File: config.mk
export PLATFORM = sky130hd
export DESIGN_NAME = arith_axil_top
export DESIGN_NICKNAME = d
export VERILOG_FILES = /design/src/arith_pkg.sv /design/src/arith_axil_top.sv /design/src/arith_engine.sv /design/src/axil_reg_file.sv /design/src/cmd_bridge.sv
export SDC_FILE = /design/constraint.sdc
export NUM_CORES = 1
export LEC_CHECK = 0
export BUFFER_PORTS_ARGS = -buffer_cell sky130_fd_sc_hd__buf_2
export CORE_ASPECT_RATIO = 0.6
export CORE_UTILIZATION = 45
export DETAILED_ROUTE_END_ITERATION = 8
export PLACE_DENSITY_LB_ADDON = 0.3
export SLEW_MARGIN = 0
export SYNTH_ARGS = -nofsm -noshare
export SYNTH_HDL_FRONTEND = slang
export SYNTH_SLANG_ARGS = --single-unit
File: constraint.sdc
create_clock -name clk_i -period 5.5 [get_ports clk_i]
set_input_delay 1.1 -clock clk_i [delete_from_list [all_inputs] [get_ports clk_i]]
set_output_delay 1.1 -clock clk_i [all_outputs]
set_load 0.005 [all_outputs]
File: src/arith_pkg.sv
// shared definitions for the coprocessor; only five registers are mapped and unknown opcodes give zero.
package arith_pkg;

    localparam int REG_DATA_WIDTH = 32;
    localparam int REG_ADDR_WIDTH = 8;
    localparam int REG_NUM        = 5;

    // word address bits that select one of the registers.
    localparam int ADDR_LSB = 2;
    localparam int ADDR_MSB = 4;

    localparam int REG_CTRL   = 0;
    localparam int REG_OPA    = 1;
    localparam int REG_OPB    = 2;
    localparam int REG_RESULT = 3;
    localparam int REG_STATUS = 4;

    localparam logic [1:0] AXI_RESP_OKAY = 2'b00;

    typedef logic [REG_NUM-1:0][REG_DATA_WIDTH-1:0] reg_t;
    typedef logic [REG_NUM-1:0] reg_mask_t;

    localparam reg_t REG_INIT = '0;

    typedef enum logic [2:0] {
        OP_ADD = 3'd0,
        OP_SUB = 3'd1,
        OP_MUL = 3'd2,
        OP_AND = 3'd3,
        OP_XOR = 3'd4
    } arith_op_e;

    typedef struct packed {
        arith_op_e                 op;
        logic [REG_DATA_WIDTH-1:0] a;
        logic [REG_DATA_WIDTH-1:0] b;
    } arith_cmd_t;

    // layout of the STATUS word as software sees it.
    typedef struct packed {
        logic [15:0] reserved_hi;
        logic [7:0]  count;
        logic [4:0]  reserved_lo;
        logic        overrun;
        logic        done;
        logic        busy;
    } status_t;

    typedef struct packed {
        logic                        aw_valid;
        logic [REG_ADDR_WIDTH-1:0]   aw_addr;
        logic                        w_valid;
        logic [REG_DATA_WIDTH-1:0]   w_data;
        logic [REG_DATA_WIDTH/8-1:0] w_strb;
        logic                        b_ready;
        logic                        ar_valid;
        logic [REG_ADDR_WIDTH-1:0]   ar_addr;
        logic                        r_ready;
    } axil_req_t;

    typedef struct packed {
        logic                      aw_ready;
        logic                      w_ready;
        logic                      b_valid;
        logic [1:0]                b_resp;
        logic                      ar_ready;
        logic                      r_valid;
        logic [REG_DATA_WIDTH-1:0] r_data;
        logic [1:0]                r_resp;
    } axil_rsp_t;

endpackage

File: src/arith_axil_top.sv
// coprocessor top level; the bus side supports one outstanding read and one outstanding write.
module arith_axil_top (
    input  logic                 clk_i,
    input  logic                 rstn_i,
    input  arith_pkg::axil_req_t axil_req_i,
    output arith_pkg::axil_rsp_t axil_rsp_o
);
    import arith_pkg::*;

    reg_t                      wr_regs;
    reg_t                      rd_regs;
    reg_mask_t                 wr_valid;
    reg_mask_t                 rd_valid;
    reg_mask_t                 rd_request;
    logic                      cmd_req;
    logic                      cmd_ack;
    arith_cmd_t                cmd;
    logic [REG_DATA_WIDTH-1:0] result;

    axil_reg_file u_reg_file (
        .clk_i       (clk_i),
        .rstn_i      (rstn_i),
        .axil_req_i  (axil_req_i),
        .axil_rsp_o  (axil_rsp_o),
        .rd_regs_i   (rd_regs),
        .rd_valid_i  (rd_valid),
        .rd_request_o(rd_request),
        .wr_regs_o   (wr_regs),
        .wr_valid_o  (wr_valid)
    );

    cmd_bridge u_bridge (
        .clk_i       (clk_i),
        .rstn_i      (rstn_i),
        .wr_regs_i   (wr_regs),
        .wr_valid_i  (wr_valid),
        .rd_request_i(rd_request),
        .rd_regs_o   (rd_regs),
        .rd_valid_o  (rd_valid),
        .cmd_req_o   (cmd_req),
        .cmd_o       (cmd),
        .cmd_ack_i   (cmd_ack),
        .result_i    (result)
    );

    arith_engine u_engine (
        .clk_i    (clk_i),
        .rstn_i   (rstn_i),
        .cmd_req_i(cmd_req),
        .cmd_i    (cmd),
        .cmd_ack_o(cmd_ack),
        .result_o (result)
    );

endmodule

File: src/arith_engine.sv
// expects a four-phase req/ack; multiply keeps only the low 32 bits of the product.
module arith_engine (
    input  logic                  clk_i,
    input  logic                  rstn_i,
    input  logic                  cmd_req_i,
    input  arith_pkg::arith_cmd_t cmd_i,
    output logic                  cmd_ack_o,
    output logic [31:0]           result_o
);
    import arith_pkg::*;

    typedef enum logic [1:0] {IDLE, RUN, ACK} state_e;

    state_e                    state_q;
    logic                      ack_q;
    logic [4:0]                step_q;
    arith_cmd_t                cmd_q;
    logic [REG_DATA_WIDTH-1:0] acc_q;
    logic [REG_DATA_WIDTH-1:0] mul_sum;
    logic [REG_DATA_WIDTH-1:0] alu_res;

    // one shift-add step. a moves left and b moves right each cycle.
    assign mul_sum = acc_q + (cmd_q.b[0] ? cmd_q.a : '0);

    always_comb begin
        case (cmd_q.op)
            OP_ADD:  alu_res = cmd_q.a + cmd_q.b;
            OP_SUB:  alu_res = cmd_q.a - cmd_q.b;
            OP_MUL:  alu_res = mul_sum;
            OP_AND:  alu_res = cmd_q.a & cmd_q.b;
            OP_XOR:  alu_res = cmd_q.a ^ cmd_q.b;
            default: alu_res = '0;
        endcase
    end

    always_ff @(posedge clk_i) begin
        if (!rstn_i) begin
            state_q <= IDLE;
            ack_q   <= 1'b0;
            step_q  <= '0;
        end else begin
            case (state_q)
                IDLE: begin
                    if (cmd_req_i) begin
                        step_q  <= '0;
                        state_q <= RUN;
                    end
                end
                RUN: begin
                    if (cmd_q.op != OP_MUL || step_q == 5'd31) begin
                        ack_q   <= 1'b1;
                        state_q <= ACK;
                    end else begin
                        step_q <= step_q + 5'd1;
                    end
                end
                ACK: begin
                    if (!cmd_req_i) begin
                        ack_q   <= 1'b0;
                        state_q <= IDLE;
                    end
                end
                default: state_q <= IDLE;
            endcase
        end
    end

    always_ff @(posedge clk_i) begin
        if (state_q == IDLE && cmd_req_i) begin
            cmd_q <= cmd_i;
            acc_q <= '0;
        end
        if (state_q == RUN) begin
            acc_q <= alu_res;
            if (cmd_q.op == OP_MUL) begin
                cmd_q.a <= cmd_q.a << 1;
                cmd_q.b <= cmd_q.b >> 1;
            end
        end
    end

    assign cmd_ack_o = ack_q;
    assign result_o  = acc_q; // holds through ACK since acc only moves in RUN.

endmodule

File: src/axil_reg_file.sv
// AXI4-Lite slave with one read and one write in flight; responses are always OKAY.
module axil_reg_file (
    input  logic                 clk_i,
    input  logic                 rstn_i,
    input  arith_pkg::axil_req_t axil_req_i,
    output arith_pkg::axil_rsp_t axil_rsp_o,
    input  arith_pkg::reg_t      rd_regs_i,
    input  arith_pkg::reg_mask_t rd_valid_i,
    output arith_pkg::reg_mask_t rd_request_o,
    output arith_pkg::reg_t      wr_regs_o,
    output arith_pkg::reg_mask_t wr_valid_o
);
    import arith_pkg::*;

    logic                       wr_ready_q;
    logic                       b_valid_q;
    logic                       ar_ready_q;
    logic                       r_valid_q;
    logic [REG_DATA_WIDTH-1:0]  r_data_q;
    logic [REG_DATA_WIDTH-1:0]  rd_word;
    logic [ADDR_MSB-ADDR_LSB:0] wr_sel;
    logic [ADDR_MSB-ADDR_LSB:0] rd_sel;
    logic                       wr_en;
    logic                       rd_en;
    reg_t                       wr_regs_q;
    reg_t                       rd_regs_q;
    reg_mask_t                  wr_valid_q;
    reg_mask_t                  rd_request_q;

    // the master holds address and data until the handshake, so no copy is kept.
    assign wr_sel = axil_req_i.aw_addr[ADDR_MSB:ADDR_LSB];
    assign rd_sel = axil_req_i.ar_addr[ADDR_MSB:ADDR_LSB];

    assign wr_en = axil_req_i.aw_valid & axil_req_i.w_valid & wr_ready_q;
    assign rd_en = axil_req_i.ar_valid & ar_ready_q;

    always_ff @(posedge clk_i) begin
        if (!rstn_i) begin
            wr_ready_q <= 1'b0;
        end else begin
            wr_ready_q <= axil_req_i.aw_valid & axil_req_i.w_valid & ~wr_ready_q & ~b_valid_q;
        end
    end

    always_ff @(posedge clk_i) begin
        if (!rstn_i) begin
            b_valid_q <= 1'b0;
        end else if (wr_en) begin
            b_valid_q <= 1'b1;
        end else if (axil_req_i.b_ready) begin
            b_valid_q <= 1'b0;
        end
    end

    // byte lanes without a strobe keep their old value.
    always_ff @(posedge clk_i) begin
        if (!rstn_i) begin
            wr_regs_q  <= REG_INIT;
            wr_valid_q <= '0;
        end else begin
            wr_valid_q <= '0;
            if (wr_en) begin
                for (int r = 0; r < REG_NUM; r++) begin
                    if (int'(wr_sel) == r) begin
                        for (int i = 0; i < REG_DATA_WIDTH / 8; i++) begin
                            if (axil_req_i.w_strb[i]) begin
                                wr_regs_q[r][i*8+:8] <= axil_req_i.w_data[i*8+:8];
                            end
                        end
                        wr_valid_q[r] <= 1'b1;
                    end
                end
            end
        end
    end

    always_ff @(posedge clk_i) begin
        if (!rstn_i) begin
            ar_ready_q <= 1'b0;
        end else begin
            ar_ready_q <= axil_req_i.ar_valid & ~ar_ready_q & ~r_valid_q;
        end
    end

    always_ff @(posedge clk_i) begin
        if (!rstn_i) begin
            r_valid_q <= 1'b0;
        end else if (rd_en) begin
            r_valid_q <= 1'b1;
        end else if (axil_req_i.r_ready) begin
            r_valid_q <= 1'b0;
        end
    end

    always_comb begin
        rd_word = '0; // unmapped addresses read as zero.
        for (int r = 0; r < REG_NUM; r++) begin
            if (int'(rd_sel) == r) begin
                rd_word = rd_regs_q[r];
            end
        end
    end

    always_ff @(posedge clk_i) begin
        if (rd_en) begin
            r_data_q <= rd_word;
        end
    end

    always_ff @(posedge clk_i) begin
        if (!rstn_i) begin
            rd_regs_q <= REG_INIT;
        end else begin
            for (int r = 0; r < REG_NUM; r++) begin
                if (rd_valid_i[r]) begin
                    rd_regs_q[r] <= rd_regs_i[r];
                end
            end
        end
    end

    always_ff @(posedge clk_i) begin
        if (!rstn_i) begin
            rd_request_q <= '0;
        end else begin
            rd_request_q <= '0;
            for (int r = 0; r < REG_NUM; r++) begin
                if (rd_en && int'(rd_sel) == r) begin
                    rd_request_q[r] <= 1'b1; // same cycle as r_valid rising.
                end
            end
        end
    end

    always_comb begin
        axil_rsp_o          = '0;
        axil_rsp_o.aw_ready = wr_ready_q;
        axil_rsp_o.w_ready  = wr_ready_q;
        axil_rsp_o.b_valid  = b_valid_q;
        axil_rsp_o.b_resp   = AXI_RESP_OKAY;
        axil_rsp_o.ar_ready = ar_ready_q;
        axil_rsp_o.r_valid  = r_valid_q;
        axil_rsp_o.r_data   = r_data_q;
        axil_rsp_o.r_resp   = AXI_RESP_OKAY;
    end

    assign wr_regs_o    = wr_regs_q;
    assign wr_valid_o   = wr_valid_q;
    assign rd_request_o = rd_request_q;

endmodule

File: src/cmd_bridge.sv
// one command at a time; a CTRL write while busy is dropped and only flags overrun.
module cmd_bridge (
    input  logic                  clk_i,
    input  logic                  rstn_i,
    input  arith_pkg::reg_t       wr_regs_i,
    input  arith_pkg::reg_mask_t  wr_valid_i,
    input  arith_pkg::reg_mask_t  rd_request_i,
    output arith_pkg::reg_t       rd_regs_o,
    output arith_pkg::reg_mask_t  rd_valid_o,
    output logic                  cmd_req_o,
    output arith_pkg::arith_cmd_t cmd_o,
    input  logic                  cmd_ack_i,
    input  logic [31:0]           result_i
);
    import arith_pkg::*;

    typedef enum logic [1:0] {IDLE, REQ, WAIT_ACK_LOW} state_e;

    state_e                    state_q;
    logic                      req_q;
    logic                      done_q;
    logic [1:0]                done_seen_q;
    logic                      overrun_q;
    logic                      busy;
    logic [7:0]                count_q;
    logic [REG_DATA_WIDTH-1:0] result_q;
    arith_cmd_t                cmd_q;
    reg_mask_t                 rd_valid_q;
    status_t                   status;

    assign busy = (state_q != IDLE);

    // done and the count move when the handshake closes, so a poll never sees done with busy.
    always_ff @(posedge clk_i) begin
        if (!rstn_i) begin
            state_q   <= IDLE;
            req_q     <= 1'b0;
            done_q    <= 1'b0;
            overrun_q <= 1'b0;
            count_q   <= '0;
        end else begin
            if (rd_request_i[REG_STATUS] && done_seen_q[1]) begin
                done_q <= 1'b0; // only a read that returned done clears it.
            end
            if (wr_valid_i[REG_CTRL] && busy) begin
                overrun_q <= 1'b1;
            end
            case (state_q)
                IDLE: begin
                    if (wr_valid_i[REG_CTRL]) begin
                        req_q   <= 1'b1;
                        state_q <= REQ;
                    end
                end
                REQ: begin
                    if (cmd_ack_i) begin
                        req_q   <= 1'b0;
                        state_q <= WAIT_ACK_LOW;
                    end
                end
                WAIT_ACK_LOW: begin
                    if (!cmd_ack_i) begin
                        done_q  <= 1'b1;
                        count_q <= count_q + 8'd1;
                        state_q <= IDLE;
                    end
                end
                default: state_q <= IDLE;
            endcase
        end
    end

    // done as the bus returns it, two registers behind done_q.
    always_ff @(posedge clk_i) begin
        if (!rstn_i) begin
            done_seen_q <= '0;
        end else begin
            done_seen_q <= {done_seen_q[0], done_q};
        end
    end

    always_ff @(posedge clk_i) begin
        if (state_q == IDLE && wr_valid_i[REG_CTRL]) begin
            cmd_q.op <= arith_op_e'(wr_regs_i[REG_CTRL][2:0]);
            cmd_q.a  <= wr_regs_i[REG_OPA];
            cmd_q.b  <= wr_regs_i[REG_OPB];
        end
        if (state_q == REQ && cmd_ack_i) begin
            result_q <= result_i;
        end
    end

    always_ff @(posedge clk_i) begin
        if (!rstn_i) begin
            rd_valid_q <= '0;
        end else begin
            rd_valid_q[REG_CTRL]   <= wr_valid_i[REG_CTRL];
            rd_valid_q[REG_OPA]    <= wr_valid_i[REG_OPA];
            rd_valid_q[REG_OPB]    <= wr_valid_i[REG_OPB];
            rd_valid_q[REG_RESULT] <= (state_q == REQ) && cmd_ack_i;
            rd_valid_q[REG_STATUS] <= 1'b1; // the status copy follows every cycle.
        end
    end

    always_comb begin
        status         = '0;
        status.busy    = busy;
        status.done    = done_q;
        status.overrun = overrun_q;
        status.count   = count_q;
    end

    always_comb begin
        rd_regs_o             = '0;
        rd_regs_o[REG_CTRL]   = wr_regs_i[REG_CTRL];
        rd_regs_o[REG_OPA]    = wr_regs_i[REG_OPA];
        rd_regs_o[REG_OPB]    = wr_regs_i[REG_OPB];
        rd_regs_o[REG_RESULT] = result_q;
        rd_regs_o[REG_STATUS] = status;
        rd_valid_o            = rd_valid_q;
    end

    assign cmd_req_o = req_q;
    assign cmd_o     = cmd_q;

endmodule

==> results of run 1 <==
[cells by family (layout without fill, tap and decap cells)]
| group | after synthesis | after routing | synth area share (%) |
|---|---|---|---|
| buffers and inverters | 179 | 224 | 3.01 |
| other | 1 | 5 | 0.0160 |
| muxes | 234 | 234 | 11.4 |
| adders and majority gates | 100 | 100 | 5.41 |
| AOI/OAI and AO/OA | 477 | 477 | 12.0 |
| DFF | 501 | 501 | 49.9 |
| and+or+nand+nor | 762 | 762 | 14.7 |
| xor gates and xnor gates | 94 | 94 | 3.52 |
[cell usage after synthesis (8+ instances only)]
cell type  instances
nand2b_1          14
nor2b_1           29
nand3_1          117
o21ai_0          122
a21o_1            18
ha_1              98
buf_4              9
xnor2_1           48
a22oi_1           14
edfxtp_1         166
nor3_1            23
o22ai_1           15
buf_1             18
mux4_2            25
nand2_1          246
nand4_1           16
nor2_1           233
o31ai_1            8
and2_1            44
o211ai_1           9
a222oi_1          21
mux2i_1          207
o21bai_1           9
a21oi_1          208
xor2_1            46
inv_1             28
dfxtp_1          335
a211oi_1          11
clkbuf_1         122
[per-layer routing]
layer  wire length (µm)  part of all wire (%)
met4               1310                   2.1
met2              27900                    44
met1              29400                    47
met5                  0                     0
met3               4540                   7.2
[power breakdown]
group | switching, mW | total (mW) | internal, mW | leakage (nW)
registers | 0.0932 | 3.95 | 3.85 | 4.39
clock network | 1.40 | 3.10 | 1.70 | 0.701
logic | 0.500 | 0.825 | 0.325 | 4.12
total | 1.99 | 7.87 | 5.88 | 9.22
[worst paths after layout]
path              slack [ps]               endpoint          startpoint
hold / removal           420     u_engine.cmd_q[65]  u_bridge.cmd_o[65]
setup reg to reg         550  u_engine.result_o[31]   u_engine.cmd_q[5]
hold reg to reg          420     u_engine.cmd_q[65]  u_bridge.cmd_o[65]
setup / recovery         550  u_engine.result_o[31]   u_engine.cmd_q[5]
[metrics by stage]
stage / std cells / util, % / cell area (µm²)
5_1_grt: 3089 / 50.4 / 25800
2_1_floorplan: 2351 / - / 23400
4_1_cts: 3089 / 50.4 / 25800
3_5_place_dp: 3009 / 47.7 / 24400
6_report: 3090 / 50.4 / 25800
3_3_place_gp: 3009 / 47.7 / 24400
[registers in the layout (all words and copies together), names as in the netlist, 3 cells and up]
name,count
u_bridge.rd_valid_o,5
u_bridge.count_q,8
u_reg_file.wr_regs_o,96
u_reg_file.wr_valid_o,3
u_engine.cmd_q,67
u_engine.result_o,32
u_bridge.cmd_o,67
u_reg_file.rd_regs_q,139
u_reg_file.r_data_q,32
u_engine.step_q,5
u_bridge.result_q,32
[cell usage in the layout (no fill, tap or decap), types with 6 or more instances in the layout]
master,count
dfxtp_1,331
nand2_1,246
nor2_1,230
a21oi_1,208
mux2i_1,207
edfxtp_1,166
o21ai_0,122
nand3_1,117
ha_1,98
buf_2,84
xnor2_1,48
xor2_1,46
and2_1,44
clkbuf_16,44
buf_4,30
nor2b_1,29
inv_1,27
mux4_2,25
nor3_1,22
a222oi_1,21
a21o_1,18
nand4_1,16
o22ai_1,15
nand2b_1,14
a22oi_1,14
clkinv_2,12
a211oi_1,11
o21bai_1,9
o211ai_1,9
clkbuf_1,9
o31ai_1,8
and3_1,7
a31oi_1,7
o21a_1,6
nor3b_1,6
[final cells by class]
class                      instances  area [µm²]
timing repair buffer             114         646
clock inverter                    22         215
antenna                            1        2.50
fill                            4581       25400
multi-input combinational       1671       11100
tap                              693         867
inverter                          30         119
sequential                       501       11700
clock buffer                      58        1200
[critical path, stage by stage (launching register included)]
cell and delay [ps]:
dfxtp_1 370, or3_1 420, nor4_1 240, buf_4 180, nand2_1 170, or3_2 570, nor4_1 270, nor2_1 90
xnor2_1 130, ha_1 380, a21oi_1 260, o21ai_0 130, a21oi_1 240, o22ai_1 110, nor3_1 510, a21oi_1 170
xnor2_1 170, a31oi_1 180, o21ai_1 90
==> results.md, run 1 <==
* Status: finished clean
* Register bit total from synthesis at 501
* DR WL/cell at 20.4 µm
* Drt first pass iters at 8
* RSZ-0062 raised after global routing: false
* HPWL Detailed at 44100 µm
* CP startpoint kind: flip-flop
* Crit path arrival time at 5230 ps
* Worst Hold Class: flip-flop to flip-flop
* Final setup TNS at 0 ps
* Clock Pin Slew Worst Setup and Hold Paths at 60 ps
* GR Util met3 at 4.31%
* Num rows at 64
* Via-per-instance ratio at 5.80
* Grt met2 use at 35.9%
* Number of global-route vias before repair at 16.9k
* Setup CP Type: flip-flop to flip-flop
* First DRT Iteration DRCs at 1597
* Sequential fraction of the synthesis area at 49.9%
* P_leak at 9.22 nW
* # DRC at 0
* Area share of the largest cell type after synthesis at 28.7%
* Vias at 17.9k
* Worst-Margin Slew at 1260 ps
* Top cells by area, synth: dfxtp_1 29%, edfxtp_1 21%, mux2i_1 8.9%
* I/O Pins at 100
* Share of cells above drive strength 1 at 9.68%
* Post-layout min period at 4950 ps
* Final setup margin at 549 ps
* Die height at 179 µm
* Fmax at 202 MHz
* Final setup fails at 0
* Wire length of the first global-routing pass at 96000 µm
* Overflow after GRT at 0
* Die ar. at 0.0530 mm²
* Distinct cells, synth at 64
* Largest net degree at the start of global routing at 107
* CTS Buf Count at 43
* Post-synthesis async set-or-reset flop share at 0%
* Detailed-route wire length at 63200 µm
* Fin crit share at 90.0%
* Final #Nets at 2520
* Dominant synthesized flop cell: dfxtp_1
* Met1 GRT Util at 33.6%
* Busiest grt layer: met2
* Clock Sink Count at 501
* CTS Hold Bufs at 0
* I/O Buffers at 85
* Area leader, netlist: dfxtp_1
* Final hold slack at 420 ps
* CTS Buffer Depth at 3
* TritonCTS clock tree: yes
* DIE WIDTH at 296 µm
* Critical Path RT at 5780 ps
* Slew margin rel. at 15.9%
* Hold depth at 0
* Peak supply drop at 0.000207 V
* Total power draw at 7.87 mW
* Avg Cell Area, Syn at 9.97 µm²
* Clk Latency, worst-skew pair at 560 ps
* DP Worst Slack at 742 ps
* Post-CTS setup buffers at 0
* Fin. max-slew vios at 0
* Mapped Cells at 2348
* Final Skew at 15.1 ps
* CTS root buffer: clkbuf_16
* Initial antenna violation count at 0
* Synth Cell Area at 0.0234 mm²
* Crit-path max FO at 7
* Core area at 0.0512 mm²
* Power density cells at 305 mW/mm²
* CTS resizes at 0
* Final hold violation count at 0
* Final GP Congestion at 0.916
* GRT Total Usage at 23.3%
* Ys Warns at 0
* Initial Util at 45.7%
* H-tree levels at 2
* Worst reg2reg path depth at 18
* Setup crit end kind: flip-flop
* Routed Antenna Nets at 0
* Area growth, synth to finish at 10.3%
* Max Cap Viol at 0
* Post-synth EDFFs at 166
(Power assumes the default switching activity.)
==> run 2, diff against run 1 <==
- CORE_MARGIN: not set -> 2
- clock period: 5.5 -> 4.47 ns (I/O delays scaled with it)
==> results.md, run 2 (same netlist as run 1, synthesis figures left out) <==
* Final #Nets at 2559
* CTS Buffer Depth at 3
* Portion of total power attributed to combinational logic at 11.4%
* Reg power frac at 50.4%
* TritonCTS clock tree: yes
* Final GP Congestion at 0.929
* Commonest non-fill, non-tap cell in the layout: dfxtp_1
* Die height at 181 µm
* Routed Antenna Nets at 0
* Crit path arrival time at 4720 ps
* Total power draw at 9.61 mW
* DIE WIDTH at 298 µm
* Post-CTS setup buffers at 0
* Design area at 0.0262 mm²
* Largest Register: u_reg_file.rd_regs_q
* Critical Path RT at 4870 ps
* Wire length of the first global-routing pass at 96500 µm
* Clock Pin Slew Worst Setup and Hold Paths at 70 ps
* CP startpoint: u_engine.cmd_q[5]
* Flop2flop setup slack at 150 ps
* Crit Reg-Reg Startpoint: u_engine.cmd_q[5]
* Setup crit end kind: flip-flop
* Final Skew at 38.3 ps
* Clk Latency, worst-skew pair at 570 ps
* Power density cells at 367 mW/mm²
* Crit-path max FO at 5
* Slew margin rel. at 20.9%
* Largest net degree at the start of global routing at 113
* Number of global-route vias before repair at 17.0k
* Initial Util at 45.7%
* Clock Sink Count at 501
* CTS Buf Count at 42
* Num rows at 64
* Diode count at 0
* Detailed-route wire length at 62200 µm
* Min-delay src: u_reg_file.ar_ready_q
* Via-per-instance ratio at 5.68
* CP startpoint kind: flip-flop
* Area growth, synth to finish at 11.8%
* Overflow after GRT at 0
* HPWL Detailed at 43800 µm
* I/O Pins at 100
* Max reg flops at 139
* Worst-Margin Slew at 1190 ps
* Fin crit share at 96.7%
* I/O Buffers at 85
* Drt first pass iters at 7
* Worst Hold Class: flip-flop to flip-flop
* Share of cells above drive strength 1 at 11.4%
* Final setup fails at 0
* Setup CP Type: flip-flop to flip-flop
* GRT Total Usage at 22.4%
* Most frequent cells in the layout: 331 x dfxtp_1, 246 x nand2_1, 230 x nor2_1, 207 x a21oi_1, 207 x mux2i_1
* Final hold violation count at 0
* Clock power share at 38.3%
* Switching portion of total power at 25.4%
* DR WL/cell at 19.9 µm
* P_leak at 9.41 nW
* First DRT Iteration DRCs at 1807
* Vias at 17.8k
* # DRC at 0
* Initial antenna violation count at 1
* Fin. max-slew vios at 0
* Status: finished clean
* CTS root buffer: clkbuf_16
* Core area at 0.0512 mm²
* Post-layout min period at 4320 ps
* RSZ-0062 raised after global routing: true
* Die ar. at 0.0539 mm²
* P_int at 7.17 mW
* Fmax at 231 MHz
* Placed Area at 0.0247 mm²
* Sw Pwr at 2.44 mW
* Max Cap Viol at 0
* Peak supply drop at 0.000291 V
* H-tree levels at 2
==> run 2: final timing paths <==
check,to,depth (start not counted)
hold / removal,u_reg_file.ar_ready_q,1
setup / recovery,u_engine.result_o[29],18
hold reg to reg,u_reg_file.ar_ready_q,1
setup reg to reg,u_engine.result_o[29],18
==> run 2: cell type report <==
class,count,area (µm²)
clock buffer,57,1180
clock inverter,21,176
fill,4536,25000
inverter,30,119
multi-input combinational,1671,11100
sequential,501,11700
tap,693,867
timing repair buffer,154,993
==> run 2: routing by layer <==
| layer | wire length (µm) | share of wire [%] | track usage (%) | vias to the layer above |
|---|---|---|---|---|
| li1 | - | - | - | 8521 |
| met1 | 29600 | 48 | 33.0 | 8611 |
| met2 | 27700 | 45 | 34.7 | 561 |
| met3 | 3980 | 6.4 | 3.88 | 74 |
| met4 | 892 | 1.4 | 4.20 | 0 |
| met5 | 0 | 0 | 0.176 | - |
==> run 2: worst max-delay path: stages, from the launching register on <==
cell and delay, ps:
dfxtp_1 310, or3_1 450, nor4_4 270, buf_4 170, nand2_1 130, or3_4 450, o31ai_1 240, xor2_1 180
ha_1 300, nand2_1 150, nor3_2 70, a21oi_1 390, nand3_1 160, buf_4 180, a21o_1 170, a21oi_1 180
xnor2_1 140, nand2_1 70, a21oi_1 160
==> run 2: per-stage QoR <==
stage / utilization, % / hold WS [ps] / std cells / setup TNS (ps) / worst slack [ps]
floorplan: - / 400 / 2351 / 0 / 472
global placement: 48.3 / 409 / 3049 / 0 / 35.8
detailed placement: 48.3 / 423 / 3049 / -154 / -75.6
CTS: 51.0 / 440 / 3127 / 0 / 50.8
global route: 51.1 / 456 / 3127 / -73.6 / -58.1
finish: 51.1 / 440 / 3127 / 0 / 149
==> run 2: power by group through the flow <==
stage	Combinational, mW	Clock [mW]	Sequential (mW)
finish	1.09	3.68	4.84
floorplan	0.748	0	4.91
global route	1.21	3.93	4.85
detailed placement	1.05	0	4.94
global placement	1.03	0	4.94
CTS	1.06	3.73	4.84
==> run 2: what timing repair did <==
| item | 4_1_cts | 5_1_grt |
|---|---|---|
| hold buffers | 0 | 0 |
| resized for setup | 2 | 13 |
| cloned | 0 | 0 |
| hold endpoints to repair | 0 | 0 |
| pin swaps | 0 | 3 |
| endpoints found under the setup margin | 4 | 9 |
==> run 3, diff against run 2 <==
- ABC_AREA: not set -> 1
==> results.md, run 3 <==
* Status: finished clean
* Crit path arrival time at 4520 ps
* Sw Pwr at 3.45 mW
* Fin crit share at 94.1%
* Drt first pass iters at 5
* Synth Cell Area at 0.0250 mm²
* Setup crit end kind: flip-flop
* Post-synth EDFFs at 166
* CTS Buf Count at 41
* Synth top cells by count: 608 x nand2_1, 476 x inv_1, 468 x nor2_1
* CP startpoint kind: flip-flop
* Clk Latency, worst-skew pair at 560 ps
* Die height at 187 µm
* Initial antenna violation count at 1
* Count leader, synth: nand2_1
* CTS resizes at 0
* Register bit total from synthesis at 501
* H-tree levels at 2
* Clock power share at 32.1%
* Commonest non-fill, non-tap cell in the layout: nand2_1
* HPWL Detailed at 57900 µm
* Initial Util at 45.9%
* TritonCTS clock tree: yes
* DIE WIDTH at 308 µm
* Diode count at 0
* Die ar. at 0.0575 mm²
* Sequential fraction of the synthesis area at 46.8%
* Setup CP Type: flip-flop to flip-flop
* Avg Cell Area, Syn at 7.47 µm²
* Post-CTS setup buffers at 0
* Portion of total power attributed to combinational logic at 22.6%
* Max reg flops at 139
* Distinct cells, synth at 44
* Total power draw at 10.9 mW
* CTS Buffer Depth at 3
* Core area at 0.0545 mm²
* Vias at 22.3k
* Detailed-route wire length at 76300 µm
* RSZ-0062 raised after global routing: false
* Top cells by area, synth: dfxtp_1 27%, edfxtp_1 20%, nand2_1 9.1%
* Largest net degree at the start of global routing at 122
* Peak supply drop at 0.000298 V
* Clock Pin Slew Worst Setup and Hold Paths at 70 ps
* Final GP Congestion at 0.966
* Number of global-route vias before repair at 19.4k
* Area growth, synth to finish at 9.39%
* Fin util at 50.2%
* Most frequent cells in the layout: 607 x nand2_1, 475 x inv_1, 464 x nor2_1, 369 x o21ai_0, 335 x dfxtp_1
* Max incr delay on CP at 460 ps
* First DRT Iteration DRCs at 2893
* DR WL/cell at 18.5 µm
* Reg power frac at 45.3%
* Share of cells above drive strength 1 at 6.24%
* Crit-path max FO at 16
* Final #Nets at 3543
* Post-synthesis async set-or-reset flop share at 0%
* Wire length of the first global-routing pass at 115000 µm
* Area share of the largest cell type after synthesis at 26.8%
* GRT Total Usage at 25.9%
* Routed Antenna Nets at 0
* Num rows at 66
* Dominant synthesized flop cell: dfxtp_1
* Power density cells at 398 mW/mm²
* I/O Pins at 100
* Crit path cell chain: nor2_2 -> nand2_1 -> inv_2 -> a21oi_1 -> a21oi_1 -> buf_4 -> xor2_1 -> ha_1 -> nand2_1 -> nor2_1 -> and3_1 -> and2_1 -> nand2_1 -> nand2_1 -> nand2_1 -> nand3_1 -> nand3_1 -> nand2_1 -> inv_1
* Clock Sink Count at 501
* Slew margin rel. at 21.2%
* CTS root buffer: clkbuf_16
* Final Skew at 30.9 ps
* Final hold violation count at 0
* Fmax at 238 MHz
* Fin. max-slew vios at 0
* Most frequent CP cell: nand2_1
* Overflow after GRT at 0
* CTS Hold Bufs at 0
* Via-per-instance ratio at 5.41
* Largest Register: u_reg_file.rd_regs_q
* Critical Path RT at 4780 ps
* Final setup TNS at 0 ps
* Switching portion of total power at 31.7%
* Worst Hold Class: flip-flop to flip-flop
* Crit-path slowest cell: edfxtp_1
* Final setup margin at 264 ps
* Mapped Cells at 3347
* Worst-Margin Slew at 1180 ps
* I/O Buffers at 85
* Final setup fails at 0
* P_int at 7.43 mW
* P_leak at 12.8 nW
* Post-layout min period at 4210 ps
* DP Worst Slack at 406 ps
* # DRC at 0
* Max Cap Viol at 0
* Area leader, netlist: dfxtp_1
* Ys Warns at 0
[run 3: area by class of cell]
type	count	area [µm²]
Tap cell	714	893
Fill cell	5351	27200
Clock buffer	63	1140
Timing Repair Buffer	122	709
Sequential cell	501	11700
Multi-Input combinational cell	2232	11000
Clock inverter	12	97.6
Inverter	486	1820
[run 3: power by group through the flow]
| stage | clock, mW | sequential (mW) | combinational (mW) |
|---|---|---|---|
| 6_report | 3.49 | 4.93 | 2.45 |
| 5_1_grt | 3.72 | 4.94 | 2.76 |
| 4_1_cts | 3.53 | 4.93 | 2.37 |
| 3_5_place_dp | 0 | 5.03 | 2.35 |
| 3_3_place_gp | 0 | 5.03 | 2.32 |
| 2_1_floorplan | 0 | 4.98 | 1.71 |
[run 3: logic make-up after synthesis]
logic type	after synthesis	share of synthesized area, %
AOI/OAI and AO/OA	712	14.7
xor gates and xnor gates	33	1.16
adders and majority gates	100	5.07
buffers and inverters	617	9.47
DFF	501	46.8
other	1	0.0150
and+or+nand+nor	1383	22.9
[run 3: per-stage QoR]
stage	area, µm²	hold slack (ps)	instances
after floorplan	25000	390	3350
after global placement	26100	394	4055
after detailed placement	26100	403	4055
after CTS	27300	421	4130
after global routing	27300	435	4130
final	27300	419	4130
[run 3: path summary, 6_finish.rpt]
check,start,endpoint,slack [ps],cells after the start
hold reg to reg,u_reg_file.wr_valid_o[1],u_bridge.rd_valid_o[1],420,2
setup reg to reg,u_engine.cmd_q[65],u_engine.result_o[28],260,19
hold / removal,u_reg_file.wr_valid_o[1],u_bridge.rd_valid_o[1],420,2
setup / recovery,u_engine.cmd_q[65],u_engine.result_o[28],260,19
[run 3: critical path: cells and delay by family, from the launching register on]
family / cells / cell delay, ps
flip-flops: 1 / 460
adder cells (fa/ha/maj): 1 / 370
buffers and inverters: 3 / 690
XOR/XNOR: 1 / 80
AND/OR/NAND/NOR: 12 / 1870
AO/OA/AOI/OAI: 2 / 510
[run 3: metal layers]
| metal | global-route usage (%) | wire length, µm | vias to the layer above |
|---|---|---|---|
| met2 | 32.9 | 28300 | 945 |
| met3 | 6.24 | 8680 | 65 |
| li1 | - | - | 10959 |
| met4 | 3.47 | 864 | 0 |
| met1 | 43.7 | 38400 | 10357 |
| met5 | 0 | 0 | - |
